[src/task_unit_consts.svh]
`ifndef TASK_UNIT_CONSTS_SVH
`define TASK_UNIT_CONSTS_SVH

// Queue holds 2**TQ_STAGES - 1 tasks
`define TQ_STAGES             4
`define TQ_DEPTH              ((1 << `TQ_STAGES) - 1)

`define TS_WIDTH              32
`define LOCALE_WIDTH          32
`define ARG_WIDTH             32
`define TTYPE_WIDTH           4
`define TTYPE_SPLITTER        4'hf

`define SPILL_FIFO_LOG_DEPTH  3
// One DEQ_MAX can be in flight at a time
`define SPILL_FIFO_HEADROOM   6

`define CFG_ADDR_WIDTH        4
`define CFG_DATA_WIDTH        32

`define ADDR_SPILL_THRESHOLD  4'h0
`define ADDR_SPILL_SIZE       4'h1
`define ADDR_START            4'h2
`define ADDR_THROTTLE_MARGIN  4'h3

`define RST_SPILL_THRESHOLD   4'd12
`define RST_SPILL_SIZE        4'd4
`define RST_THROTTLE_MARGIN   32'd0

`endif

[src/task_types_pkg.sv]
`include "task_unit_consts.svh"

package task_types_pkg;

   typedef logic [`TS_WIDTH-1:0]     ts_t;
   typedef logic [`TTYPE_WIDTH-1:0]  ttype_t;
   typedef logic [`LOCALE_WIDTH-1:0] locale_t;
   typedef logic [`ARG_WIDTH-1:0]    args_t;

   // Timestamp sits in the top bits
   typedef struct packed {
      ts_t     ts;
      ttype_t  ttype;
      locale_t locale;
      args_t   args;
   } task_t;

endpackage

[src/spill_fifo.sv]
`timescale 1ns/1ps
`include "task_unit_consts.svh"

module spill_fifo
   import task_types_pkg::*;
(
   input  logic                           clk,
   input  logic                           rstn,
   input  logic                           wr_en,
   input  task_t                          wr_task,
   input  logic                           overflow_ready,
   output logic                           overflow_valid,
   output task_t                          overflow_data,
   output logic [`SPILL_FIFO_LOG_DEPTH:0] fifo_count
);

   localparam int DEPTH = 1 << `SPILL_FIFO_LOG_DEPTH;

   task_t                           mem [DEPTH];
   logic [`SPILL_FIFO_LOG_DEPTH-1:0] wr_ptr;
   logic [`SPILL_FIFO_LOG_DEPTH-1:0] rd_ptr;
   logic                            rd_en;

   assign overflow_valid = (fifo_count != '0);
   assign overflow_data  = mem[rd_ptr];
   assign rd_en          = overflow_valid && overflow_ready;

   always_ff @(posedge clk) begin
      if (wr_en) begin
         mem[wr_ptr] <= wr_task;
      end
   end

   always_ff @(posedge clk) begin
      if (!rstn) begin
         wr_ptr     <= '0;
         rd_ptr     <= '0;
         fifo_count <= '0;
      end else begin
         if (wr_en) wr_ptr <= wr_ptr + 1'b1;
         if (rd_en) rd_ptr <= rd_ptr + 1'b1;
         fifo_count <= fifo_count + wr_en - rd_en;
      end
   end

   // Headroom in the spill controller must keep this from happening
   a_no_overrun : assert property (@(posedge clk) disable iff (!rstn)
      wr_en |-> (fifo_count < DEPTH));

endmodule

[config.mk]
export PLATFORM = sky130hd
export DESIGN_NAME = spill_fifo
export DESIGN_NICKNAME = d
export VERILOG_FILES = /design/src/task_types_pkg.sv /design/src/spill_fifo.sv
export VERILOG_INCLUDE_DIRS = /design/src /design/src/src
export SDC_FILE = /design/constraint.sdc
export NUM_CORES = 1
export LEC_CHECK = 0
export BUFFER_PORTS_ARGS = -buffer_cell sky130_fd_sc_hd__buf_2
export CORE_MARGIN = 4
export CORE_UTILIZATION = 55
export CTS_CLUSTER_SIZE = 24
export DETAILED_ROUTE_END_ITERATION = 8
export GPL_TIMING_DRIVEN = 0
export PLACE_DENSITY = 0.76
export SETUP_SLACK_MARGIN = 0.2
export SLEW_MARGIN = 20
export SYNTH_ARGS = -nofsm -noshare
export SYNTH_HDL_FRONTEND = slang
export SYNTH_SLANG_ARGS = --single-unit
[constraint.sdc]
create_clock -name clk -period 10.2 [get_ports clk]
set_input_delay 2.04 -clock clk [delete_from_list [all_inputs] [get_ports clk]]
set_output_delay 2.04 -clock clk [all_outputs]
set_load 0.1 [all_outputs]
==> metrics <==
status completed; Antenna Violating Nets Remaining 0; DRC Markers 0; post-cts repair resize count 0; post-detail-place hpwl 40.32 mm; Sw Share 0.3160; Final setup viols 0; combinational share of power 0.247; Initial DRT Pass Iterations 7; fill cell count 3,505; FMAX a little under 200 MHz; postcts setup bufs 0; Worst path top cell family by delay buffers and inverters; Crit path depth 5; synthesized cell area between 30,000 and 40,000 um^2; port buffer count 208; first-pass GRT wire length 94.45 mm; Reg2Reg Setup Slack 7520 ps; Core ar. 55,310 um^2; die width 244.6 um; crit path time final 5040 ps; number of flops mapped to enable cells by yosys 800; worst r2r src wr_ptr[2]; Worst setup EP type output pin; DIE AREA 59,820 um^2; Power Dens Cells 245.0 nW/um^2; via count 14,010; worst-margin pin slew 812.3 ps; Clk pwr share 0.330; largest net degree at the start of global routing 21; DR iter-0 viols about 1,200; Min-Delay Path Depth 2; Post-Syn Instances 1,227; CP cell instances buf_2 -> buf_1 -> mux4_2 -> mux2_2 -> buf_2; crit share post-route 0.4941; Max Clock Skew 12.49 ps; area occupied by registers 24,280 um^2; Clk pin slew, worst setup/hold paths 60 ps; Async S/R FF share, synth 0; grt ovf 0; CP max stage cell buf_1; synthesis-stage register bit count 813; Fin. Hold Viols 0; crit start category register; Finished Core Util 0.6630; Final GP Congestion 0.7131; Starting Density 0.5566; Max-cap violations 0; multi-input combinational cell area around 6100 um^2; RSZ-0062 raised after global routing false; hold path endpoint rd_ptr[2]; Internal Power 6.144 mW; htree depth 3; num rows between 80 and 90; worst-path maximum fanout 10; CTS buffer count 81; worst path bufs/invs 3; Pleak 11.85 nW; WL per Instance approximately 26 um; Clock Latency Late Sink between 600 and 700 ps; I/O Pins 209; DRT Wirelength roughly 63 mm; TritonCTS clock tree done; Hold Crit Class register to register; Post-Syn Area per Cell 25.09 um^2; post-synth cell types 26; Syn. warnings 0; Total Power 8.982 mW; r2r endpoint mem[0][48]; Crit Path Category register to output pin; Worst path max stage delay around 640 ps; worst reg2reg path depth 7; layout net count 1,696; Post-CTS Hold Buffers 0; Clock Path Buffers 3; CP arrival roughly 3000 ps; Top cell by count, worst path buf_2; Die Ht 244.6 um; slew margin rel. 0.4555; Worst Path Required 8160 ps; # clock sinks between 800 and 900; sequential share of the synthesized area 0.7888; Via density 5.812; sequential share of power 0.422; vias in the first global route 14,800; fraction of layout cells with a size suffix above 1 0.4404; fin. max-slew vios 0; clock root cell clkbuf_16; post-synthesis net count 1,338; area grow syn2layout 19.12%; predominant post-synthesis flop cell edfxtp_1; initial antenna violation count 10; All-Layer GR Usage 0.2151; peak supply drop 0.2997 mV; Net Switching 2.839 mW; hold path start rd_ptr[2]
[synth_stat cells, types with 4 or more instances]
cell type / instances / area [um^2]
clkbuf_1: 13 / 48.80
nand2b_1: 6 / 37.54
buf_1: 19 / 71.32
and2_1: 4 / 25.02
inv_1: 4 / 15.01
nand2_1: 9 / 33.78
edfxtp_1: 800 / 24020
buf_6: 12 / 135.1
buf_12: 10 / 200.2
mux2_2: 100 / 1126
nor2_1: 7 / 26.28
ha_1: 6 / 75.07
dfxtp_1: 13 / 260.3
mux2i_1: 9 / 90.09
mux4_2: 200 / 4504
[per-stage QoR]
stage               TNS [ps]  area [um^2]  hold WS [ps]  std cells  setup WS (ps)
floorplan                  0        30780         455.5       1227          621.4
global placement    -2048330        32760         464.5       2183          -6682
detailed placement         0        33950         498.1       2250           5550
CTS                        0        36640         505.2       2401           4857
global route               0        36650         528.8       2403           5030
finish                     0        36670         504.6       2410           5160
[worst max path at each step]
stage | end | start | slack [ps]
after floorplan | mem[0][0] | wr_en | 620
after global placement | mem[0][58] | wr_en | -6680
after detailed placement | overflow_data[21] | register | 5550
after CTS | overflow_data[21] | register | 4860
after global routing | overflow_data[41] | register | 5030
final | overflow_data[41] | register | 5160
[cells in the final DEF, fill, tap and decap left out]
master	count
clkinv_4	1
a21oi_1	1
or3b_2	1
clkinv_1	18
nor2_1	1
buf_6	21
and2_1	4
buf_2	210
a21o_1	1
diode_2	9
nand2b_1	6
buf_1	18
edfxtp_1	800
clkbuf_16	87
nor2b_1	2
mux4_2	200
bufinv_16	9
clkinvlp_4	3
or2_2	1
mux2i_1	9
buf_12	24
xor2_1	1
clkbuf_1	28
nor2_4	6
nand2_1	9
clkbuf_2	1
xnor2_1	2
buf_4	23
clkinv_2	17
nor3_2	2
dfxtp_1	13
mux2_2	100
ha_1	6
inv_6	1
nand3_1	1
fa_1	1
inv_1	4
buf_16	21
[kinds of logic after synthesis]
logic type | count (synthesis) | share of synthesized area
flops | 813 | 0.7888
mux | 309 | 0.1858
compound gates | 2 | 0.0004064
xor+xnor | 3 | 0.0008537
fa+ha+maj | 7 | 0.003089
simple gates | 33 | 0.005365
buf+inv | 60 | 0.01561
[sequential cells by signal (all words and copies together), names as in the netlist, named ones only]
| signal | count |
|---|---|
| rd_ptr | 3 |
| mem | 800 |
| wr_ptr | 3 |
| fifo_count | 4 |
[tightest hold or removal path, stage by stage (launching register included)]
cell and delay (ps):
dfxtp_1 310, nand2_1 70, mux2i_1 70
[power groups by stage]
stage / sequential [mW] / clock, mW / combinational (mW)
after detailed placement: 3.86 / 0 / 2.24
after floorplan: 3.91 / 0 / 1.77
final: 3.79 / 2.97 / 2.22
after CTS: 3.79 / 3.03 / 2.25
after global routing: 3.80 / 3.19 / 2.31
after global placement: 3.89 / 0 / 2.19
[area by class of cell]
| type | count | area share |
|---|---|---|
| multi-input combinational | 354 | 0.1657 |
| antenna | 9 | 0.0006142 |
| buffer | 56 | 0.01273 |
| clock buffer | 102 | 0.06091 |
| inverter | 4 | 0.0004095 |
| clock inverter | 49 | 0.01263 |
| tap | 748 | 0.02552 |
| sequential | 813 | 0.6623 |
| timing repair buffer | 275 | 0.05927 |
[metal layers]
metal | wire length (um) | GRT usage | vias to the layer above | share of wire
met3 | 4552 | 0.04364 | 84 | 0.072
met2 | 31760 | 0.3503 | 504 | 0.50
met5 | 46 | 0 | - | 0.00073
met4 | 1109 | 0.05487 | 8 | 0.018
li1 | - | - | 6013 | -
met1 | 25630 | 0.3060 | 7397 | 0.41
Power figures use the tool's default switching activity.
