`src/task_unit_consts.svh`:
```
`ifndef TASK_UNIT_CONSTS_SVH
`define TASK_UNIT_CONSTS_SVH

// Queue holds 2**TQ_STAGES - 1 tasks
`define TQ_STAGES             4
`define TQ_DEPTH              ((1 << `TQ_STAGES) - 1)

`define TS_WIDTH              32
`define LOCALE_WIDTH          32
`define ARG_WIDTH             32
`define TTYPE_WIDTH           4
`define TTYPE_SPLITTER        4'hf

`define SPILL_FIFO_LOG_DEPTH  3
// One DEQ_MAX can be in flight at a time
`define SPILL_FIFO_HEADROOM   6

`define CFG_ADDR_WIDTH        4
`define CFG_DATA_WIDTH        32

`define ADDR_SPILL_THRESHOLD  4'h0
`define ADDR_SPILL_SIZE       4'h1
`define ADDR_START            4'h2
`define ADDR_THROTTLE_MARGIN  4'h3

`define RST_SPILL_THRESHOLD   4'd12
`define RST_SPILL_SIZE        4'd4
`define RST_THROTTLE_MARGIN   32'd0

`endif

```
`src/task_types_pkg.sv`:
```
`include "task_unit_consts.svh"

package task_types_pkg;

   typedef logic [`TS_WIDTH-1:0]     ts_t;
   typedef logic [`TTYPE_WIDTH-1:0]  ttype_t;
   typedef logic [`LOCALE_WIDTH-1:0] locale_t;
   typedef logic [`ARG_WIDTH-1:0]    args_t;

   // Timestamp sits in the top bits
   typedef struct packed {
      ts_t     ts;
      ttype_t  ttype;
      locale_t locale;
      args_t   args;
   } task_t;

endpackage

```
`src/unit_ctrl_pkg.sv`:
```
`include "task_unit_consts.svh"

package unit_ctrl_pkg;

   typedef enum logic [2:0] {
      NOP,
      ENQ,
      DEQ_MIN,
      REPLACE,
      DEQ_MAX
   } queue_op_t;

   typedef logic [`TQ_STAGES-1:0]      count_t;
   typedef logic [`CFG_ADDR_WIDTH-1:0] cfg_addr_t;
   typedef logic [`CFG_DATA_WIDTH-1:0] cfg_data_t;

endpackage

```
`src/task_unit_config.sv`:
```
`timescale 1ns/1ps
`include "task_unit_consts.svh"

module task_unit_config
   import task_types_pkg::*, unit_ctrl_pkg::*;
(
   input  logic      clk,
   input  logic      rstn,
   input  logic      cfg_wvalid,
   input  cfg_addr_t cfg_waddr,
   input  cfg_data_t cfg_wdata,
   input  ts_t       gvt,
   output count_t    spill_threshold,
   output count_t    spill_size,
   output logic      started,
   output ts_t       throttle_ts
);

   ts_t throttle_margin;

   always_ff @(posedge clk) begin
      if (!rstn) begin
         spill_threshold <= `RST_SPILL_THRESHOLD;
         spill_size      <= `RST_SPILL_SIZE;
         started         <= 1'b0;
         throttle_margin <= `RST_THROTTLE_MARGIN;
      end else if (cfg_wvalid) begin
         case (cfg_waddr)
            `ADDR_SPILL_THRESHOLD: spill_threshold <= cfg_wdata[`TQ_STAGES-1:0];
            `ADDR_SPILL_SIZE:      spill_size      <= cfg_wdata[`TQ_STAGES-1:0];
            `ADDR_START:           started         <= cfg_wdata[0];
            `ADDR_THROTTLE_MARGIN: throttle_margin <= cfg_wdata[`TS_WIDTH-1:0];
            default: ;
         endcase
      end
   end

   // Zero margin turns throttling off
   always_ff @(posedge clk) begin
      throttle_ts <= (throttle_margin == '0) ? '1 : gvt + throttle_margin;
   end

endmodule

```
`config.mk`:
```
export PLATFORM = sky130hd
export DESIGN_NAME = task_unit_config
export DESIGN_NICKNAME = d
export VERILOG_FILES = /design/src/task_types_pkg.sv /design/src/unit_ctrl_pkg.sv /design/src/task_unit_config.sv
export VERILOG_INCLUDE_DIRS = /design/src /design/src/src
export SDC_FILE = /design/constraint.sdc
export NUM_CORES = 1
export LEC_CHECK = 0
export ABC_AREA = 0
export BUFFER_PORTS_ARGS = -buffer_cell sky130_fd_sc_hd__buf_2
export CELL_PAD_IN_SITES_DETAIL_PLACEMENT = 0
export CELL_PAD_IN_SITES_GLOBAL_PLACEMENT = 1
export CORE_MARGIN = 2
export CORE_UTILIZATION = 42
export DETAILED_ROUTE_END_ITERATION = 8
export PLACE_DENSITY = 0.94
export SYNTH_ARGS = -nofsm -noshare
export SYNTH_HDL_FRONTEND = slang
export SYNTH_SLANG_ARGS = --single-unit
```
`constraint.sdc`:
```
create_clock -name clk -period 5.4 [get_ports clk]
set_clock_uncertainty 0.1 [all_clocks]
set_input_delay 0.54 -clock clk [delete_from_list [all_inputs] [get_ports clk]]
set_output_delay 0.54 -clock clk [all_outputs]
set_load 0.05 [all_outputs]
```
==> results by group <==
Status
  – Run status: finished clean

Yosys
  – Cell variety after synth: 60
  – Adder-cell share of the synthesized area: 9.55%
  – Synthesis Warnings: 0
  – Largest family of logic cells by synthesized area: compound AO/OA/AOI/OAI gates
  – Post-Syn Nets: 631
  – Post-synth EDFFs: 0
  – Synth Instances: 528
  – Synth Area in Compound Gates: 24.4%
  – Synth Cell Area: 4270 sq um
  – Post-synth ARST share: 0%
  – Post-Synth XOR/XNOR Area: 4.10%
  – Synthesized area per cell: 8.09 sq um
  – Post-synthesis simple-gate area fraction: 21.7%
  – Post-synthesis mux area share: 2.34%
  – Post-synthesis register bit count: 73
  – Sequential fraction of the synthesis area: 34.2%
  – Most used DFF post-synth: dfxtp_1

STA
  – RSZ-0062 raised after global routing: false
  – Total negative slack: 0 ns
  – Finish-stage setup viols: 0
  – Max Freq: 349 MHz
  – Fin crit period: 2.87 ns
  – Worst-Margin Slew: 1.16 ns
  – Fin. Hold Viols: 0
  – Worst slew margin relative to its limit: 22.7%
  – Final Cycle Share: 53.1%
  – Final Slew Violations: 0

Finish
  – Most frequent cells in the layout: buf_2, nand2_1, dfxtp_1, a21oi_1, ha_1
  – Ant. Diodes: 0
  – Most common cell after layout, fill and taps aside: buf_2
  – Final Net Count: 724
  – Share of post-route cells with drive strength above 1: 21.4%
  – Area grow syn2layout: 18.9%
  – Final std cells w/o fill: 759

Floorplan
  – # IOs: 112
  – Core area: 9820 sq um
  – Row count: 36
  – Initial Util: 43.5%
  – Die Y: 105 um
  – Die width: 105 um
  – Die area: 11000 sq um

Worst setup path
  – Crit path capture type: register
  – Crit path required time: 5.55 ns
  – Crit Path Category: reg2reg
  – Startpoint type of the worst setup path: register
  – Critical path arrival: 3.02 ns
  – Worst-path maximum fanout: 3

Drt
  – Initial drt markers: 153
  – ANT nets after route: 0
  – DRC viols: 0
  – Vias per cell: 5.48
  – DRT Wirelength: 11.8 mm
  – Drt wl/cell: 15.5 um
  – Pre-Repair DR Iteration Count: 4
  – Routed vias: 4159

Global routing
  – Maximum number of pins on one net before global-route repair: 42
  – Vias in the first global route: 4103
  – Initial antenna violation count: 0
  – Total congestion overflow: 0
  – Total Routing Usage GR: 21.8%
  – Global-route wire length before repair: 19.4 mm

Clocking
  – Post-CTS setup repair buffer count: 0
  – CTS clock-pin slew for the worst setup and hold paths: 0.08 ns
  – Clock Latency Late Sink: 0.36 ns
  – Clk root buf: clkbuf_8
  – H-Tree Depth: 3
  – CTS buffer count: 9
  – Clock sink count: 73
  – Clk buf depth: 2
  – CTS Hold Buffers Added: 0
  – # resized after CTS: 0
  – TritonCTS clock tree: yes

Power
  – Pwr dens: 274 nW/um^2
  – Peak supply drop: 0.000144 V
  – Pleak: 2.12 nW
  – Clock share of power: 32.1%
  – P_sw: 0.495 mW
  – Net Sw Frac: 35.6%
  – Combinational share of power: 25.4%
  – Design internal power: 0.895 mW
  – Reg power frac: 42.5%

Placement
  – GP Congestion: 0.938
  – Dpl hpwl: 9.23 mm
  – PortBufs: 111
  – Placed Cells: 743

Run
  – Maxcap violations: 0

Min path
  – HP Class: in2reg
final timing paths:
kind | start | endpoint | slack [ns] | depth (start not counted)
hold / removal | cfg_wdata[8] | throttle_margin[8] | 0.31 | 3
hold reg to reg | spill_threshold[3] | spill_threshold[3] | 0.39 | 2
setup reg to reg | throttle_margin[0] | throttle_ts[20] | 2.53 | 9
setup / recovery | throttle_margin[0] | throttle_ts[20] | 2.53 | 9
metrics by stage:
| step | util [%] | worst slack (ns) | hold WS [ns] | cell area, sq um | power (mW) |
|---|---|---|---|---|---|
| after CTS | 51.7 | 2.60 | 0.309 | 5080 | 1.40 |
| after floorplan | - | 2.73 | 0.351 | 4270 | 0.859 |
| after global routing | 51.7 | 2.39 | 0.314 | 5080 | 1.45 |
| final | 51.7 | 2.53 | 0.309 | 5080 | 1.39 |
| after global placement | 49.7 | 2.38 | 0.351 | 4880 | 0.954 |
| after detailed placement | 49.7 | 2.29 | 0.365 | 4880 | 0.957 |
power by group through the flow:
stage	Clock (mW)	Sequential [mW]	Combinational, mW
6_report	0.446	0.590	0.354
3_5_place_dp	0	0.604	0.353
5_1_grt	0.478	0.595	0.381
3_3_place_gp	0	0.604	0.350
2_1_floorplan	0	0.739	0.120
4_1_cts	0.452	0.591	0.354
per-layer routing:
metal	vias up	part of all wire (%)	track usage (%)
met3	30	6.5	4.30
li1	2084	-	-
met1	1890	46	29.1
met2	155	44	33.4
met5	-	0	0
met4	0	3.3	11.0
final cells by class:
| class | count | area, sq um |
|---|---|---|
| clock buffers | 9 | 124 |
| clock inverters | 7 | 78.8 |
| fillers | 989 | 4740 |
| inverters | 9 | 33.8 |
| multi-input cells | 416 | 2650 |
| flip-flops and latches | 73 | 1460 |
| well taps | 133 | 166 |
| repair buffers | 112 | 563 |
cell usage after synthesis (5+ instances only):
master,count,share of area (%)
o21ai_0,13,1.5
nand2b_1,5,0.73
o211ai_1,6,1.1
inv_1,9,0.79
dfxtp_1,73,34
clkbuf_1,27,2.4
xor2_1,10,2.1
nand2_1,107,9.4
a21boi_0,15,2.6
and3_1,5,0.73
o21ai_1,11,1.3
xnor2_1,10,2.1
nor4_1,11,1.6
a211oi_1,7,1.2
a21oi_1,32,3.8
nor2b_1,6,0.88
nand3_1,10,1.2
ha_1,31,9.1
nor3_1,10,1.2
a21o_1,12,2.1
a31oi_1,7,1.0
nand4_1,9,1.3
nor2_1,23,2.0
mux2i_1,10,2.3
a21boi_1,19,3.3
sequential cells by signal, summed over array words and instances, names as in the netlist:
name	flops
spill_threshold	4
started	1
spill_size	4
throttle_margin	32
throttle_ts	32
kinds of logic (layout without fill, tap and decap cells):
logic type,Yosys count,count (layout)
simple gates,201,201
xor+xnor,20,20
fa+ha+maj,32,32
mux,10,10
flops,73,73
compound gates,153,153
buf+inv,39,137
critical path: stages (launching register included):
cell and delay (ns):
dfxtp_1 0.34, ha_1 0.23, fa_1 0.44, a211oi_1 0.40, o21ba_1 0.22, o22a_1 0.22
o21ai_1 0.13, a221oi_1 0.43, o21ai_1 0.13, mux2i_1 0.13
Note: power is estimated with default switching activity, not from simulation.
