File: src/task_unit_consts.svh
`ifndef TASK_UNIT_CONSTS_SVH
`define TASK_UNIT_CONSTS_SVH

// Queue holds 2**TQ_STAGES - 1 tasks
`define TQ_STAGES             4
`define TQ_DEPTH              ((1 << `TQ_STAGES) - 1)

`define TS_WIDTH              32
`define LOCALE_WIDTH          32
`define ARG_WIDTH             32
`define TTYPE_WIDTH           4
`define TTYPE_SPLITTER        4'hf

`define SPILL_FIFO_LOG_DEPTH  3
// One DEQ_MAX can be in flight at a time
`define SPILL_FIFO_HEADROOM   6

`define CFG_ADDR_WIDTH        4
`define CFG_DATA_WIDTH        32

`define ADDR_SPILL_THRESHOLD  4'h0
`define ADDR_SPILL_SIZE       4'h1
`define ADDR_START            4'h2
`define ADDR_THROTTLE_MARGIN  4'h3

`define RST_SPILL_THRESHOLD   4'd12
`define RST_SPILL_SIZE        4'd4
`define RST_THROTTLE_MARGIN   32'd0

`endif

File: src/task_types_pkg.sv
`include "task_unit_consts.svh"

package task_types_pkg;

   typedef logic [`TS_WIDTH-1:0]     ts_t;
   typedef logic [`TTYPE_WIDTH-1:0]  ttype_t;
   typedef logic [`LOCALE_WIDTH-1:0] locale_t;
   typedef logic [`ARG_WIDTH-1:0]    args_t;

   // Timestamp sits in the top bits
   typedef struct packed {
      ts_t     ts;
      ttype_t  ttype;
      locale_t locale;
      args_t   args;
   } task_t;

endpackage

File: src/enq_arbiter.sv
`timescale 1ns/1ps

module enq_arbiter
   import task_types_pkg::*;
(
   input  logic  clk,
   input  logic  rstn,
   input  logic  coal_child_valid,
   input  task_t coal_child_data,
   input  logic  task_enq_valid,
   input  task_t task_enq_data,
   input  logic  insert_take,
   input  logic  spilling,
   output logic  coal_child_ready,
   output logic  task_enq_ready,
   output logic  insert_valid,
   output task_t insert_task
);

   logic can_accept;

   assign can_accept       = !insert_valid && !spilling;
   // Coalescer children win over new tasks
   assign coal_child_ready = can_accept && coal_child_valid;
   assign task_enq_ready   = can_accept && !coal_child_valid && task_enq_valid;

   always_ff @(posedge clk) begin
      if (!rstn) begin
         insert_valid <= 1'b0;
      end else if (coal_child_ready || task_enq_ready) begin
         insert_valid <= 1'b1;
      end else if (insert_take) begin
         insert_valid <= 1'b0;
      end
   end

   always_ff @(posedge clk) begin
      if (coal_child_ready) begin
         insert_task <= coal_child_data;
      end else if (task_enq_ready) begin
         insert_task <= task_enq_data;
      end
   end

   // Queue only takes a task that the register really holds
   a_take_held : assert property (@(posedge clk) disable iff (!rstn)
      insert_take |-> insert_valid);

endmodule

File: config.mk
export PLATFORM = sky130hd
export DESIGN_NAME = enq_arbiter
export DESIGN_NICKNAME = d
export VERILOG_FILES = /design/src/task_types_pkg.sv /design/src/enq_arbiter.sv
export VERILOG_INCLUDE_DIRS = /design/src /design/src/src
export SDC_FILE = /design/constraint.sdc
export NUM_CORES = 1
export LEC_CHECK = 0
export ABC_AREA = 1
export BUFFER_PORTS_ARGS = -buffer_cell sky130_fd_sc_hd__clkbuf_2
export CAP_MARGIN = 20
export CORE_AREA = 2 2 119 121
export DETAILED_ROUTE_END_ITERATION = 7
export DIE_AREA = 0 0 121 123
export PLACE_DENSITY = 0.65
export SLEW_MARGIN = 5
export SYNTH_ARGS = -nofsm -noshare
export SYNTH_HDL_FRONTEND = slang
export SYNTH_SLANG_ARGS = --single-unit
File: constraint.sdc
create_clock -name clk -period 6.1 [get_ports clk]
set_input_delay 1.22 -clock clk [delete_from_list [all_inputs] [get_ports clk]]
set_output_delay 1.22 -clock clk [all_outputs]
set_load 0.03 [all_outputs]
==> results_dict.tcl, run 1 <==
set metrics [dict create \
    post-route-drc-count 0 \
    ctsHoldBuffers 0 \
    dr.pass1.iters 4 \
    fin_crit_sh 0.514 \
    root_buffer "clkbuf_16" \
    final_core_util 0.460 \
    dpl.cell_count 903 \
    crit_type "primary input to output port" \
    reg2reg_slack_ns 3.73 \
    yosysUniqueCellTypes 11 \
    grt_max_degree 100 \
    die_area_mm2 0.0149 \
    finClkSkew_ns 0.0125 \
    die_x_um 121 \
    worst_pin_slew_ns 1.01 \
    grt_overflow 0 \
    path_max_fanout 6 \
    layout.cells.non_filler 919 \
    hold_depth 2 \
    status "finished, final reports clean" \
    cp_data_arrival_time_ns 1.92 \
    ys_seq_area_frac 0.692 \
    fmax_mhz 319 \
    post_cts_resized 0 \
    clk_pin_slew_ns 0.07 \
    multi_input_area_mm2 0.00116 \
    maxCapViolations 0 \
    grt_pass1_wl_um 17700 \
    place.gp.congestion 0.780 \
    die_h_um 123 \
    hpwl_um 9140 \
    wire_per_inst_um 13.2 \
    htree_levels 3 \
    leakage_nw 3.29 \
    whs_ns 0.498 \
    min_period_ns 3.14 \
    drive_gt1_frac 0.442 \
    cts_max_path_buffers 2 \
    post-cts-setup-buffers 0 \
    start_kind "primary input" \
    fin_nets 940 \
    relSlewSlack 0.324 \
    clk_latency_ns 0.33 \
    postRouteAntennaNets 0 \
    area_growth_pct 43.4 \
    drtIter0Drc 178 \
    peakVddDrop_v 0.000113 \
    setup_tns_ns 0 \
    hold_path.class "flop to flop" \
    rows 43 \
    grt_pass1_vias 3606 \
    synth_area_mm2 0.00437 \
    min-delay-start "insert_valid" \
    io-pin-count 309 \
    setup_viol 0 \
    reg2reg_from "insert_valid" \
    r2r-end "insert_task[38]" \
    initial_core_util 0.321 \
    core_mm2 0.0136 \
    clkSinkCount 101 \
    p_per_area_mw_per_mm2 268 \
    finalHoldViolCount 0 \
    vias 3825 \
    avgSynthCellArea_um2 10.1 \
    wirelength_um 12200 \
    cp-end-kind "output port" \
    synth_seq_cells 101 \
    seq_area_mm2 0.00302 \
    cts-buffers-inserted 9 \
    vias_per_cell 4.16 \
    report.final.slew_viol_count 0 \
    rsz0062_at_grt "false" \
    syn_inst 434 \
    holdPathEnd "insert_valid" \
    synthesis.nets 640 \
    grtUsageTotal 0.156 \
    reg2regPathDepth 4 \
    antenna_found_initial 0 \
    io_buffers 308 \
    yosysWarnings 0 \
    num_antenna_cells 0 \
    cts_tree "yes" \
    critPathRequiredTime_ns 4.88 \
    fillers 1391 \
]
[worst max-delay path by stage]
stage | start | end | cells past startpoint
after floorplan | spilling | insert_task[0] | 3
after global placement | spilling | insert_task[63] | 5
after detailed placement | spilling | insert_task[30] | 5
after CTS | spilling | coal_child_ready | 5
after global routing | spilling | coal_child_ready | 5
final | spilling | coal_child_ready | 5
[synthesized netlist by cell type]
master	n	area share
nand2_1	302	0.26
edfxtp_1	100	0.69
buf_2	12	0.014
buf_6	10	0.026
inv_1	4	0.0034
a21oi_1	1	0.0011
and3_1	1	0.0014
dfxtp_1	1	0.0046
inv_2	1	0.00086
nor2_1	1	0.00086
o21ai_0	1	0.0011
[per-layer routing]
metal / global-route usage / routed length, um / vias up
li1: - / - / 1986
met1: 0.175 / 4710 / 1648
met2: 0.279 / 6240 / 174
met3: 0.0424 / 995 / 17
met4: 0.0654 / 235 / 0
met5: 0 / 0 / -
[cell families after synthesis]
| family | count (synthesis) | share of synthesized area |
|---|---|---|
| AND/OR/NAND/NOR | 304 | 0.262 |
| flip-flops | 101 | 0.692 |
| buffers and inverters | 27 | 0.0438 |
| AO/OA/AOI/OAI | 2 | 0.00229 |
[cells in the final DEF, fill, tap and decap left out]
| master | synthesis | layout |
|---|---|---|
| clkinv_2 | 0 | 1 |
| inv_4 | 0 | 1 |
| o21ai_0 | 1 | 1 |
| clkinv_1 | 0 | 1 |
| edfxtp_1 | 100 | 100 |
| clkbuf_1 | 0 | 2 |
| clkbuf_16 | 0 | 9 |
| dfxtp_1 | 1 | 1 |
| and3_1 | 1 | 1 |
| buf_4 | 0 | 3 |
| inv_6 | 0 | 1 |
| clkinv_4 | 0 | 1 |
| a21oi_1 | 1 | 1 |
| clkinvlp_4 | 0 | 2 |
| nand2_4 | 0 | 1 |
| clkbuf_2 | 0 | 308 |
| inv_1 | 4 | 3 |
| nor2_1 | 1 | 1 |
| nand2_1 | 302 | 301 |
[flip-flops by register name (all words and copies together), names as in the netlist]
name and cells:
insert_task 100, insert_valid 1
[report_power, final]
part | switching, mW | internal (mW)
clock network | 0.245 | 0.278
registers | 0.0126 | 0.828
logic | 0.210 | 0.105
total | 0.467 | 1.21
[final cells by class]
| type | instances | area share |
|---|---|---|
| clock inverters | 5 | 0.00579 |
| flip-flops and latches | 101 | 0.483 |
| inverters | 5 | 0.00359 |
| multi-input cells | 306 | 0.185 |
| well taps | 180 | 0.0359 |
| clock buffers | 11 | 0.0371 |
| repair buffers | 311 | 0.250 |
[worst max-delay path, stage by stage]
cell and delay [ns]:
clkbuf_2 0.08, nor2_1 0.21, nand2_4 0.09, clkinv_2 0.11, clkbuf_2 0.21
[per-stage QoR]
stage | setup slack [ns] | instance area [um2] | total power, mW
final | 2.96 | 6260 | 1.68
after global routing | 2.87 | 6260 | 1.75
after detailed placement | 2.75 | 6000 | 1.18
after CTS | 2.95 | 6260 | 1.70
after floorplan | 2.23 | 4370 | 1.05
after global placement | 2.74 | 6000 | 1.17
Power figures use the tool's default switching activity.
==> run 2: changes to the inputs <==
CORE_AREA = 2 2 120 122   (was 2 2 119 121)
DIE_AREA = 0 0 122 124   (was 0 0 121 123)
PLACE_DENSITY = not set   (was 0.65)
clock period = 2.9 ns   (was 6.1 ns; I/O delays follow)
==> results_dict.tcl, run 2 (synthesis results as in run 1) <==
set metrics [dict create \
    finalHoldViolCount 0 \
    wirelength_um 11600 \
    post-route-drc-count 0 \
    relSlewSlack 0.655 \
    reg2reg_from "insert_valid" \
    worst_pin_slew_ns 0.517 \
    fin_nets 941 \
    maxCapViolations 0 \
    postRouteAntennaNets 0 \
    report.final.slew_viol_count 0 \
    fmax_mhz 531 \
    peakVddDrop_v 0.000236 \
    post-cts-setup-buffers 0 \
    die_x_um 122 \
    placed_cell_area_mm2 0.00603 \
    wire_per_inst_um 12.7 \
    cts-buffers-inserted 9 \
    area_growth_pct 45.0 \
    grt_pass1_vias 3552 \
    cts_tree "yes" \
    status "finished, final reports clean" \
    root_buffer "clkbuf_16" \
    leakage_nw 3.31 \
    whs_ns 0.437 \
    die_area_mm2 0.0151 \
    design_area_mm2 0.00633 \
    fin_crit_sh 0.650 \
    start_kind "flop" \
    largestRegisters "insert_task (100), insert_valid (1)" \
    crit_type "flop to output port" \
    startpoint "insert_valid" \
    path_buf_inv 1 \
    total_power_mw 3.66 \
    num_antenna_cells 0 \
    final_cell_mix "308 x clkbuf_2, 301 x nand2_1, 100 x edfxtp_1" \
    clkSinkCount 101 \
    die_h_um 124 \
    largest_register "insert_task" \
    path_max_fanout 3 \
    rows 43 \
    antenna_found_initial 0 \
    min_period_ns 1.88 \
    cpPeakStageDelay_ns 0.33 \
    htree_levels 3 \
    grt_max_degree 101 \
    initial_core_util 0.318 \
    path_cells "nor2_1 -> and3_1 -> clkbuf_2" \
    ctsHoldBuffers 0 \
    fin_ws_ns 1.02 \
    setup_viol 0 \
    core_mm2 0.0137 \
    layout.cells.non_filler 918 \
    vias_per_cell 4.30 \
    hold_depth 3 \
    clk_latency_ns 0.33 \
    setup_tns_ns 0 \
    cts_max_path_buffers 2 \
    grtUsageTotal 0.145 \
    dr.pass1.iters 4 \
    dpl.cell_count 904 \
    grt_pass1_wl_um 16800 \
    grt_overflow 0 \
    cpMaxStageDelayCell "dfxtp_1" \
    cp_data_arrival_time_ns 1.30 \
    hold_path.class "primary input to flop" \
    worstSetupEndpoint "task_enq_ready" \
    drive_gt1_frac 0.444 \
    reg2reg_slack_ns 1.10 \
    clk_pin_slew_ns 0.06 \
    r2r-end "insert_task[66]" \
    rsz0062_at_grt "false" \
    mostFrequentLayoutCell "clkbuf_2" \
    largest_reg_flops 100 \
    vias 3949 \
    crit_cells 3 \
    reg2regPathDepth 4 \
    io_buffers 308 \
    post_cts_resized 0 \
    drtIter0Drc 184 \
    critPathRequiredTime_ns 2.32 \
    critical-path-top-delay-family "simple AND/OR/NAND/NOR gates" \
    finClkSkew_ns 0.00643 \
    io-pin-count 309 \
    hpwl_um 9060 \
    place.gp.congestion 0.752 \
    place_ws_ns 0.797 \
    final_core_util 0.462 \
    p_per_area_mw_per_mm2 578 \
    cp-end-kind "output port" \
]
## run 2: cell type report
cell class,count,area (um2)
fillers,1342,7390
flip-flops and latches,101,3020
repair buffers,312,1600
multi-input cells,306,1160
clock buffers,10,229
well taps,180,225
clock inverters,4,75.1
inverters,5,22.5
## run 2: report_power, final
group | switching (mW) | internal (mW)
clock | 0.477 | 0.746
combinational | 0.440 | 0.224
sequential | 0.0287 | 1.74
## run 2: how the worst min path moves through the flow
stage / from / endpoint / slack, ns
floorplan: insert_valid / insert_valid / 0.59
global placement: insert_valid / insert_valid / 0.47
detailed placement: insert_valid / insert_valid / 0.49
CTS: rstn / insert_valid / 0.42
global route: rstn / insert_valid / 0.43
finish: rstn / insert_valid / 0.44
## run 2: worst min-delay path, cell delays in order
cell and delay [ns]:
clkbuf_2 0.08, inv_1 0.04, a21oi_1 0.03
## run 2: metal layers
layer  wire, um  global-route usage
met5          0                   0
met4        195              0.0553
met3       1080              0.0371
met2       5940               0.267
met1       4430               0.161
