### src/task_unit_consts.svh
`ifndef TASK_UNIT_CONSTS_SVH
`define TASK_UNIT_CONSTS_SVH

// Queue holds 2**TQ_STAGES - 1 tasks
`define TQ_STAGES             4
`define TQ_DEPTH              ((1 << `TQ_STAGES) - 1)

`define TS_WIDTH              32
`define LOCALE_WIDTH          32
`define ARG_WIDTH             32
`define TTYPE_WIDTH           4
`define TTYPE_SPLITTER        4'hf

`define SPILL_FIFO_LOG_DEPTH  3
// One DEQ_MAX can be in flight at a time
`define SPILL_FIFO_HEADROOM   6

`define CFG_ADDR_WIDTH        4
`define CFG_DATA_WIDTH        32

`define ADDR_SPILL_THRESHOLD  4'h0
`define ADDR_SPILL_SIZE       4'h1
`define ADDR_START            4'h2
`define ADDR_THROTTLE_MARGIN  4'h3

`define RST_SPILL_THRESHOLD   4'd12
`define RST_SPILL_SIZE        4'd4
`define RST_THROTTLE_MARGIN   32'd0

`endif

### src/task_types_pkg.sv
`include "task_unit_consts.svh"

package task_types_pkg;

   typedef logic [`TS_WIDTH-1:0]     ts_t;
   typedef logic [`TTYPE_WIDTH-1:0]  ttype_t;
   typedef logic [`LOCALE_WIDTH-1:0] locale_t;
   typedef logic [`ARG_WIDTH-1:0]    args_t;

   // Timestamp sits in the top bits
   typedef struct packed {
      ts_t     ts;
      ttype_t  ttype;
      locale_t locale;
      args_t   args;
   } task_t;

endpackage

### src/deq_steer.sv
`timescale 1ns/1ps
`include "task_unit_consts.svh"

module deq_steer
   import task_types_pkg::*;
(
   input  logic  clk,
   input  logic  rstn,
   input  logic  queue_ready,
   input  logic  head_valid,
   input  task_t head_task,
   input  logic  started,
   input  ts_t   throttle_ts,
   input  logic  task_deq_ready,
   input  logic  splitter_deq_ready,
   input  logic  spilling,
   input  logic  empty,
   output logic  task_deq_valid,
   output task_t task_deq_data,
   output logic  splitter_deq_valid,
   output task_t splitter_deq_task,
   output logic  head_taken,
   output ts_t   lvt
);

   logic offer;
   logic is_splitter;

   assign offer       = queue_ready && head_valid && !spilling;
   assign is_splitter = (head_task.ttype == `TTYPE_SPLITTER);

   assign splitter_deq_valid = offer && is_splitter;
   assign splitter_deq_task  = head_task;
   // Commit port waits for start and the throttle bound
   assign task_deq_valid = offer && !is_splitter && started && (head_task.ts < throttle_ts);
   assign task_deq_data  = head_task;

   assign head_taken = (task_deq_valid && task_deq_ready) ||
                       (splitter_deq_valid && splitter_deq_ready);

   // Head entry is current whenever the queue holds a task
   assign lvt = empty ? '1 : head_task.ts;

   // A taken head must start a dequeue, so the queue rests next cycle
   a_rest_after_take : assert property (@(posedge clk) disable iff (!rstn)
      head_taken |=> !(task_deq_valid || splitter_deq_valid));

endmodule

### config.mk
export PLATFORM = sky130hd
export DESIGN_NAME = deq_steer
export DESIGN_NICKNAME = d
export VERILOG_FILES = /design/src/task_types_pkg.sv /design/src/deq_steer.sv
export VERILOG_INCLUDE_DIRS = /design/src /design/src/src
export SDC_FILE = /design/constraint.sdc
export NUM_CORES = 1
export LEC_CHECK = 0
export ABC_CLOCK_PERIOD_IN_PS = 2800
export BUFFER_PORTS_ARGS = -buffer_cell sky130_fd_sc_hd__buf_2
export CAP_MARGIN = 10
export CORE_AREA = 2 2 147 149
export DETAILED_ROUTE_END_ITERATION = 10
export DIE_AREA = 0 0 149 151
export PLACE_DENSITY_LB_ADDON = 0.05
export SLEW_MARGIN = 25
export SYNTH_ARGS = -nofsm -noshare
export SYNTH_HDL_FRONTEND = slang
export SYNTH_SLANG_ARGS = --single-unit
### constraint.sdc
create_clock -name vclk -period 2.8
set_clock_uncertainty 0.15 [all_clocks]
set_input_delay 0 -clock vclk [all_inputs]
set_output_delay 0 -clock vclk [all_outputs]
set_load 0.01 [all_outputs]
==> results of run 1 <==
through the flow:
step                worst slack (ns)  hold WS (ns)  power, uW  std cells  utilization (%)
floorplan                       1.27       -0.0878        409        356                -
global placement               0.866        -0.150        342        610             11.0
detailed placement             0.846        -0.150        339        610             11.0
CTS                            0.844        0.0608        484        674             14.1
global route                   0.763        0.0676        524        674             14.1
finish                         0.881        0.0589        467        674             14.1
power by group through the flow:
stage | registers [uW] | clock network (uW) | logic, uW
floorplan | 0 | 0 | 409
detailed placement | 0 | 0 | 339
CTS | 0 | 0 | 484
global placement | 0 | 0 | 342
finish | 0 | 0 | 467
global route | 0 | 0 | 524
placed cells by master, fill, tap and decap left out:
| cell type | count |
|---|---|
| a2111oi_0 | 1 |
| ha_1 | 31 |
| nand4_1 | 7 |
| inv_1 | 36 |
| o2bb2ai_1 | 1 |
| dlygate4sd3_1 | 64 |
| o31ai_2 | 1 |
| a221oi_1 | 1 |
| nand3_1 | 3 |
| o211ai_1 | 1 |
| a221oi_2 | 1 |
| o21ai_0 | 5 |
| nor3_1 | 3 |
| a21oi_1 | 11 |
| o31a_2 | 1 |
| buf_2 | 182 |
| nor4_1 | 1 |
| nand2b_1 | 1 |
| nor2_1 | 2 |
| o211a_1 | 1 |
| nand2_1 | 10 |
| o21a_1 | 1 |
| or2_2 | 32 |
| a21o_1 | 1 |
| or4_1 | 1 |
routing by layer:
layer	global-route usage [%]	routed length, um	vias to the layer above
met5	0	0	-
met4	0.238	23	0
met3	0.783	782	4
met2	13.9	4740	183
met1	6.72	2950	899
li1	-	-	1016
worst max-delay path, cell delays in order:
cell and delay [ns]:
buf_2 0.12, ha_1 0.32, nand4_1 0.16, or4_1 0.56, a221oi_2 0.18, o31a_2 0.21, o31ai_2 0.06, buf_2 0.15
worst paths after layout:
check  slack [ns]                 to     startpoint  cells past startpoint
max          0.88         head_taken  head_task[82]                      8
min          0.06  task_deq_data[65]  head_task[65]                      2
cells by family (layout without fill, tap and decap cells):
kind of cell	count (synthesis)	after routing	synth area share (%)
simple gates	60	60	13.3
compound gates	26	26	6.92
fa+ha+maj	31	31	15.2
buf+inv	239	282	64.6
layout make-up:
class                      instances  area, sq um
inverter                          36          135
multi-input combinational        117          903
timing repair buffer             246         1550
tap                              275          344
fill                            2443        17900
timing repair:
action | CTS | global route
hold endpoints to repair | 128 | 0
buffers inserted | 0 | 0
hold buffers | 64 | 0
==> qor.txt, run 1 <==
die area = 22500 sq um
fin nets = 573
Gates resized, CTS repair = 0
Netlist cell types = 25
Avg Vias per Cell = 3.12
Area after DPL = 2290 sq um
grt total ovfl = 0
Total GRT Usage = 6.41%
Tmin final = 1.92 ns
Max Fclk = 521 MHz
RSZ-0062 raised after global routing = no
Final Hold Viols = 0
register area = 0 sq um
largest cells by area after synthesis = buf_4 59%, ha_1 15%, or2_2 7.8%
post-DP HPWL = 7160 um
number of antenna-violating nets in the routed design = 0
Final Setup Violations = 0
Ports = 376
diode count = 0
GPL Wtd Cong = 0.617
Die H = 151 um
top fanout value on the critical path = 4
Comb power frac = 100.0%
Clk pwr share = 0%
antenna violations before repair = 0
Tcrit/Tclk final = 68.5%
total number of vias = 2102
Hold WC Path Type = input pin to primary output
Leak = 0.00157 uW
seq_cells = 0
# Max-Cap Violations = 0
vias in the first global route = 1951
fraction of layout cells with a size suffix above 1 = 54.4%
Mapped Avg Cell Area = 7.17 sq um
outcome = finished clean
register area share after synthesis = 0%
setup TNS = 0 ns
Commonest cells post-synth = 200 x buf_4, 36 x inv_1, 32 x or2_2
final instance area = 2930 sq um
switch share = 55.3%
Area Overhead vs Synth = 15.0%
Post-Syn Nets = 528
share of the synthesized area in the top cell type = 58.9%
cell count after synthesis = 356
first-pass GRT wire length = 10900 um
largest net degree at the start of global routing = 33
Pint = 209 uW
Worst-Margin Slew = 0.538 ns
Initial Util = 12.3%
CP Class = input pin to primary output
Switch Pwr = 258 uW
Yosys warning count = 0
sequential cell fraction of total power = 0%
Slew Viols, Final = 0
Core Region = 20800 sq um
Crit path required time = 2.65 ns
clkbuf count = 0
Mapped Area = 2550 sq um
VDD IR-drop max = 0.0445 mV
count leader, synth = buf_4
crit start category = input pin
DRC Markers = 0
Yosys top cell by area = buf_4
initial DRC count = 14
total iterations of the first detailed-routing run = 4
wire length per cell = 12.6 um
Routed WL = 8500 um
CP Data Arrival Time = 1.77 ns
Critical Path End Type = primary output
Slew HR = 64.1%
pwr dens = 159 nW/um^2
die width = 149 um
row cnt = 53
IO buf count = 182
(Power assumes the default switching activity.)
==> run 2: changes to the inputs <==
Settings changed: ABC_CLOCK_PERIOD_IN_PS 2800 to 1800, CORE_AREA 2 2 147 149 to 2 2 145 147, DIE_AREA 0 0 149 151 to 0 0 147 149.
Clock period 2.8 ns to 1.8 ns, I/O delays scaled along.
==> qor.txt, run 2 (same netlist as run 1, synthesis figures left out) <==
Total GRT Usage = 6.79% (+0.38 points)
vias in the first global route = 2051 (+5.1%)
post-DP HPWL = 7520 um (+5.1%)
final instance area = 3370 sq um (+15%)
# Max-Cap Violations = 0 (unchanged)
Slew Viols, Final = 0 (unchanged)
sequential cell fraction of total power = 0% (unchanged)
Tmin final = 1.81 ns
DRC Markers = 0 (unchanged)
most frequent cells in the layout = 173 x buf_2, 64 x dlygate4sd3_1, 32 x or2_2
CP Class = input pin to primary output
Area Overhead vs Synth = 32.1%
top fanout value on the critical path = 2 (-2)
diode count = 0 (unchanged)
VDD IR-drop max = 0.0917 mV (+110%)
total number of vias = 2252 (+7.1%)
Hold WC Path Type = input pin to primary output
first-pass GRT wire length = 11500 um (+5.4%)
Routed WL = 8680 um (+2.1%)
hold wc startpoint = head_task[67]
die area = 21900 sq um (-2.6%)
Core Region = 20600 sq um (-1.3%)
RSZ-0062 raised after global routing = yes
antenna violations before repair = 1 (+1)
most common cell after layout, fill and taps aside = buf_2
Initial Util = 12.4% (+0.16 points)
failing checks = setup timing
Pint = 410 uW (+97%)
Die H = 149 um (-1.3%)
wire length per cell = 12.3 um (-2.2%)
IO buf count = 182 (unchanged)
Hold Path Cell Cnt = 2 (unchanged)
Critical Path End Type = primary output
initial DRC count = 16 (+2)
final core utilization = 16.4% (+2.3 points)
Power, Total = 839 uW (+80%)
largest net degree at the start of global routing = 33 (unchanged)
crit start category = input pin
Switch Pwr = 429 uW (+66%)
Final Hold Viols = 0 (unchanged)
Leak = 0.00173 uW (+10%)
row cnt = 53 (unchanged)
die width = 147 um (-1.3%)
grt total ovfl = 0 (unchanged)
fin nets = 603 (+5.2%)
number of antenna-violating nets in the routed design = 0 (unchanged)
total iterations of the first detailed-routing run = 3 (-1)
register area = 0 sq um (unchanged)
setup TNS = -0.0101 ns (-0.0101 ns)
Crit path required time = 1.65 ns (-1.00 ns)
Worst-Margin Slew = 0.583 ns (+0.0445 ns)
pwr dens = 249 nW/um^2 (+57%)
Slew HR = 61.1% (-3.0 points)
Clk pwr share = 0% (unchanged)
Max Fclk = 552 MHz
clkbuf count = 0 (unchanged)
final worst slack = -0.0101 ns (-0.891 ns)
Avg Vias per Cell = 3.20 (+2.6%)
CP Data Arrival Time = 1.66 ns (-0.11 ns)
GPL Wtd Cong = 0.691 (+12%)
Tcrit/Tclk final = 101%
Comb power frac = 100.0% (about the same)
outcome = complete, but fails checks
Hold EP = task_deq_data[67]
seq_cells = 0 (unchanged)
dpl ws = -0.200 ns (-1.05 ns)
fraction of layout cells with a size suffix above 1 = 62.5% (+8.1 points)
Ports = 376 (unchanged)
Area after DPL = 2510 sq um (+9.5%)
switch share = 51.1% (-4.2 points)
Final Setup Violations = 1 (+1)
run 2: metrics by stage:
step | cells | hold slack, ns
floorplan | 356 | -0.0878
global placement | 639 | -0.150
detailed placement | 639 | -0.150
CTS | 704 | 0.0615
global route | 704 | 0.0751
finish | 704 | 0.0618
run 2: cell type report:
cell class / count / area, sq um
multi-input cells: 117 / 1050
well taps: 275 / 344
fillers: 2385 / 17200
inverters: 36 / 138
repair buffers: 276 / 1840
run 2: power groups by stage:
stage / Sequential, uW / Clock [uW] / Combinational, uW
after floorplan: 0 / 0 / 637
after global placement: 0 / 0 / 595
after detailed placement: 0 / 0 / 588
after CTS: 0 / 0 / 853
after global routing: 0 / 0 / 936
final: 0 / 0 / 839
run 2: how the worst max path moves through the flow:
stage                       to  slack, ns       startpoint
CTS                 head_taken      -0.13    head_task[79]
finish              head_taken      -0.01    head_task[81]
global placement    head_taken      -0.22    head_task[94]
detailed placement  head_taken      -0.20    head_task[91]
floorplan           head_taken       0.27  throttle_ts[14]
global route        head_taken      -0.14    head_task[82]
run 2: timing repair:
action                                  4_1_cts  5_1_grt
buffers inserted                              1        0
resized for setup                            27       11
pin swaps                                    11        9
hold buffers                                 64        0
endpoints found under the hold margin       128        0
endpoints found under the setup margin        2        2
run 2: critical path, stage by stage:
cell and delay [ns]:
buf_2 0.12, ha_4 0.26, nand4_1 0.13, or4_4 0.54, a221oi_2 0.18, o31a_2 0.21
o31ai_2 0.07, buf_2 0.15
run 2: metal layers:
metal / part of all wire, % / track usage, % / wire [um] / vias to the layer above
li1: - / - / - / 1073
met1: 36 / 7.38 / 3160 / 978
met4: 0.51 / 0.385 / 44 / 2
met3: 8.9 / 1.07 / 773 / 4
met2: 54 / 14.2 / 4690 / 195
met5: 0.15 / 0 / 13 / -
==> run 3: changes to the inputs <==
Settings changed: ABC_CLOCK_PERIOD_IN_PS 1800 to 1600, CORE_AREA 2 2 145 147 to 2 2 148 150, DIE_AREA 0 0 147 149 to 0 0 150 152.
Clock period 1.8 ns to 1.6 ns, I/O delays scaled along.
==> qor.txt, run 3 (same netlist as run 1, synthesis figures left out) <==
setup TNS = -0.389 ns (-0.379 ns)
DR WL met3 = 772 um (-0.13%)
initial DRC count = 32 (+16)
outcome = complete, but fails checks
die width = 150 um (+2.0%)
Routed WL = 8200 um (-5.5%)
final core utilization = 15.9% (-0.53 points)
crit path max-delay cell type = or4_4
total number of vias = 2231 (-0.93%)
Hold WC Path Type = input pin to primary output
most frequent cells in the layout = 171 x buf_2, 64 x dlygate4sd3_1, 34 x buf_4
seq_cells = 0 (unchanged)
Worst-Margin Slew = 0.549 ns (-0.0340 ns)
Total GRT Usage = 6.01% (-0.78 points)
vias in the first global route = 2037 (-0.68%)
CP Data Arrival Time = 1.65 ns (about the same)
Leak = 0.00176 uW (+1.6%)
Core Region = 21400 sq um (+3.9%)
Area Overhead vs Synth = 32.8%
register area = 0 sq um (unchanged)
post-DP HPWL = 6940 um (-7.7%)
pwr dens = 274 nW/um^2 (+10%)
antenna violations before repair = 0 (-1)
VDD IR-drop max = 0.0617 mV (-33%)
Met2 Wirelength = 4460 um (-4.9%)
Ports = 376 (unchanged)
Die H = 152 um (+2.0%)
RSZ-0062 raised after global routing = yes
first-pass GRT wire length = 10800 um (-6.2%)
Met1 Wirelength = 2890 um (-8.5%)
diode count = 0 (unchanged)
fraction of layout cells with a size suffix above 1 = 62.3% (-0.20 points)
Final Hold Viols = 0 (unchanged)
CP peak stage delay = 0.53 ns (about the same)
IO buf count = 182 (unchanged)
DRC Markers = 0 (unchanged)
crit start category = input pin
Tmin final = 1.80 ns
top fanout value on the critical path = 2 (unchanged)
Initial Util = 11.9% (-0.46 points)
clkbuf count = 0 (unchanged)
most common cell after layout, fill and taps aside = buf_2
Critical Path End Type = primary output
crit-path cells = buf_4 > ha_4 > nand4_1 > or4_4 > a221oi_2 > o31a_2 > o31ai_2 > buf_2
failing checks = setup timing
Slew HR = 63.4% (+2.3 points)
final worst slack = -0.198 ns (-0.188 ns)
Final Setup Violations = 2 (+1)
total iterations of the first detailed-routing run = 4 (+1)
# Max-Cap Violations = 0 (unchanged)
Avg Vias per Cell = 3.13 (-2.0%)
GPL Wtd Cong = 0.629 (-9.0%)
row cnt = 54 (+1.9%)
number of antenna-violating nets in the routed design = 0 (unchanged)
Slew Viols, Final = 0 (unchanged)
grt total ovfl = 0 (unchanged)
# fillers = 2469 (+3.5%)
Power, Total = 928 uW (+11%)
die area = 22800 sq um (+4.1%)
wire length per cell = 11.5 um (-6.6%)
fin nets = 606 (+0.50%)
Tcrit/Tclk final = 112%
CP Class = input pin to primary output
largest net degree at the start of global routing = 33 (unchanged)
Crit path required time = 1.45 ns (-0.20 ns)
Top Metal Used = met4
Max Fclk = 556 MHz
run 3: final timing paths:
check	start	to	slack [ns]	cells after the start
max	head_task[78]	head_taken	-0.20	8
min	head_task[64]	splitter_deq_task[64]	0.06	2
run 3: through the flow:
stage	instance area (sq um)	hold WS (ns)	worst slack, ns	instances
6_report	3390	0.0594	-0.198	712
5_1_grt	3390	0.0783	-0.306	712
4_1_cts	3320	0.0616	-0.256	711
3_5_place_dp	2530	-0.150	-0.396	646
3_3_place_gp	2530	-0.150	-0.438	646
2_1_floorplan	2550	-0.0878	0.0747	356
run 3: area by class of cell:
cell class	instances	area [sq um]	area share [%]
inverters	36	138	4.06
multi-input cells	117	1030	30.4
well taps	280	350	10.3
repair buffers	279	1870	55.2
run 3: power breakdown:
part	switching, uW	leakage [uW]	internal [uW]
sequential	0	0	0
combinational	472	0.00176	456
clock	0	0	0
total	472	0.00176	456
run 3: worst max-delay path: cells and delay by family:
family,cells,cell delay [ns]
buf+inv,2,0.27
simple gates,2,0.65
fa+ha+maj,1,0.26
compound gates,3,0.45
run 3: timing repair:
item | 4_1_cts | 5_1_grt
resized for setup | 23 | 15
pin swaps | 9 | 5
hold endpoints to repair | 128 | 0
gates cloned | 0 | 0
buffers inserted | 1 | 1
endpoints found under the setup margin | 2 | 2
hold buffers | 64 | 0
run 3: per-layer routing:
layer | GRT usage, % | up-vias
met5 | 0 | -
met4 | 0.629 | 0
met3 | 0.691 | 10
met2 | 12.8 | 188
met1 | 6.23 | 957
li1 | - | 1076
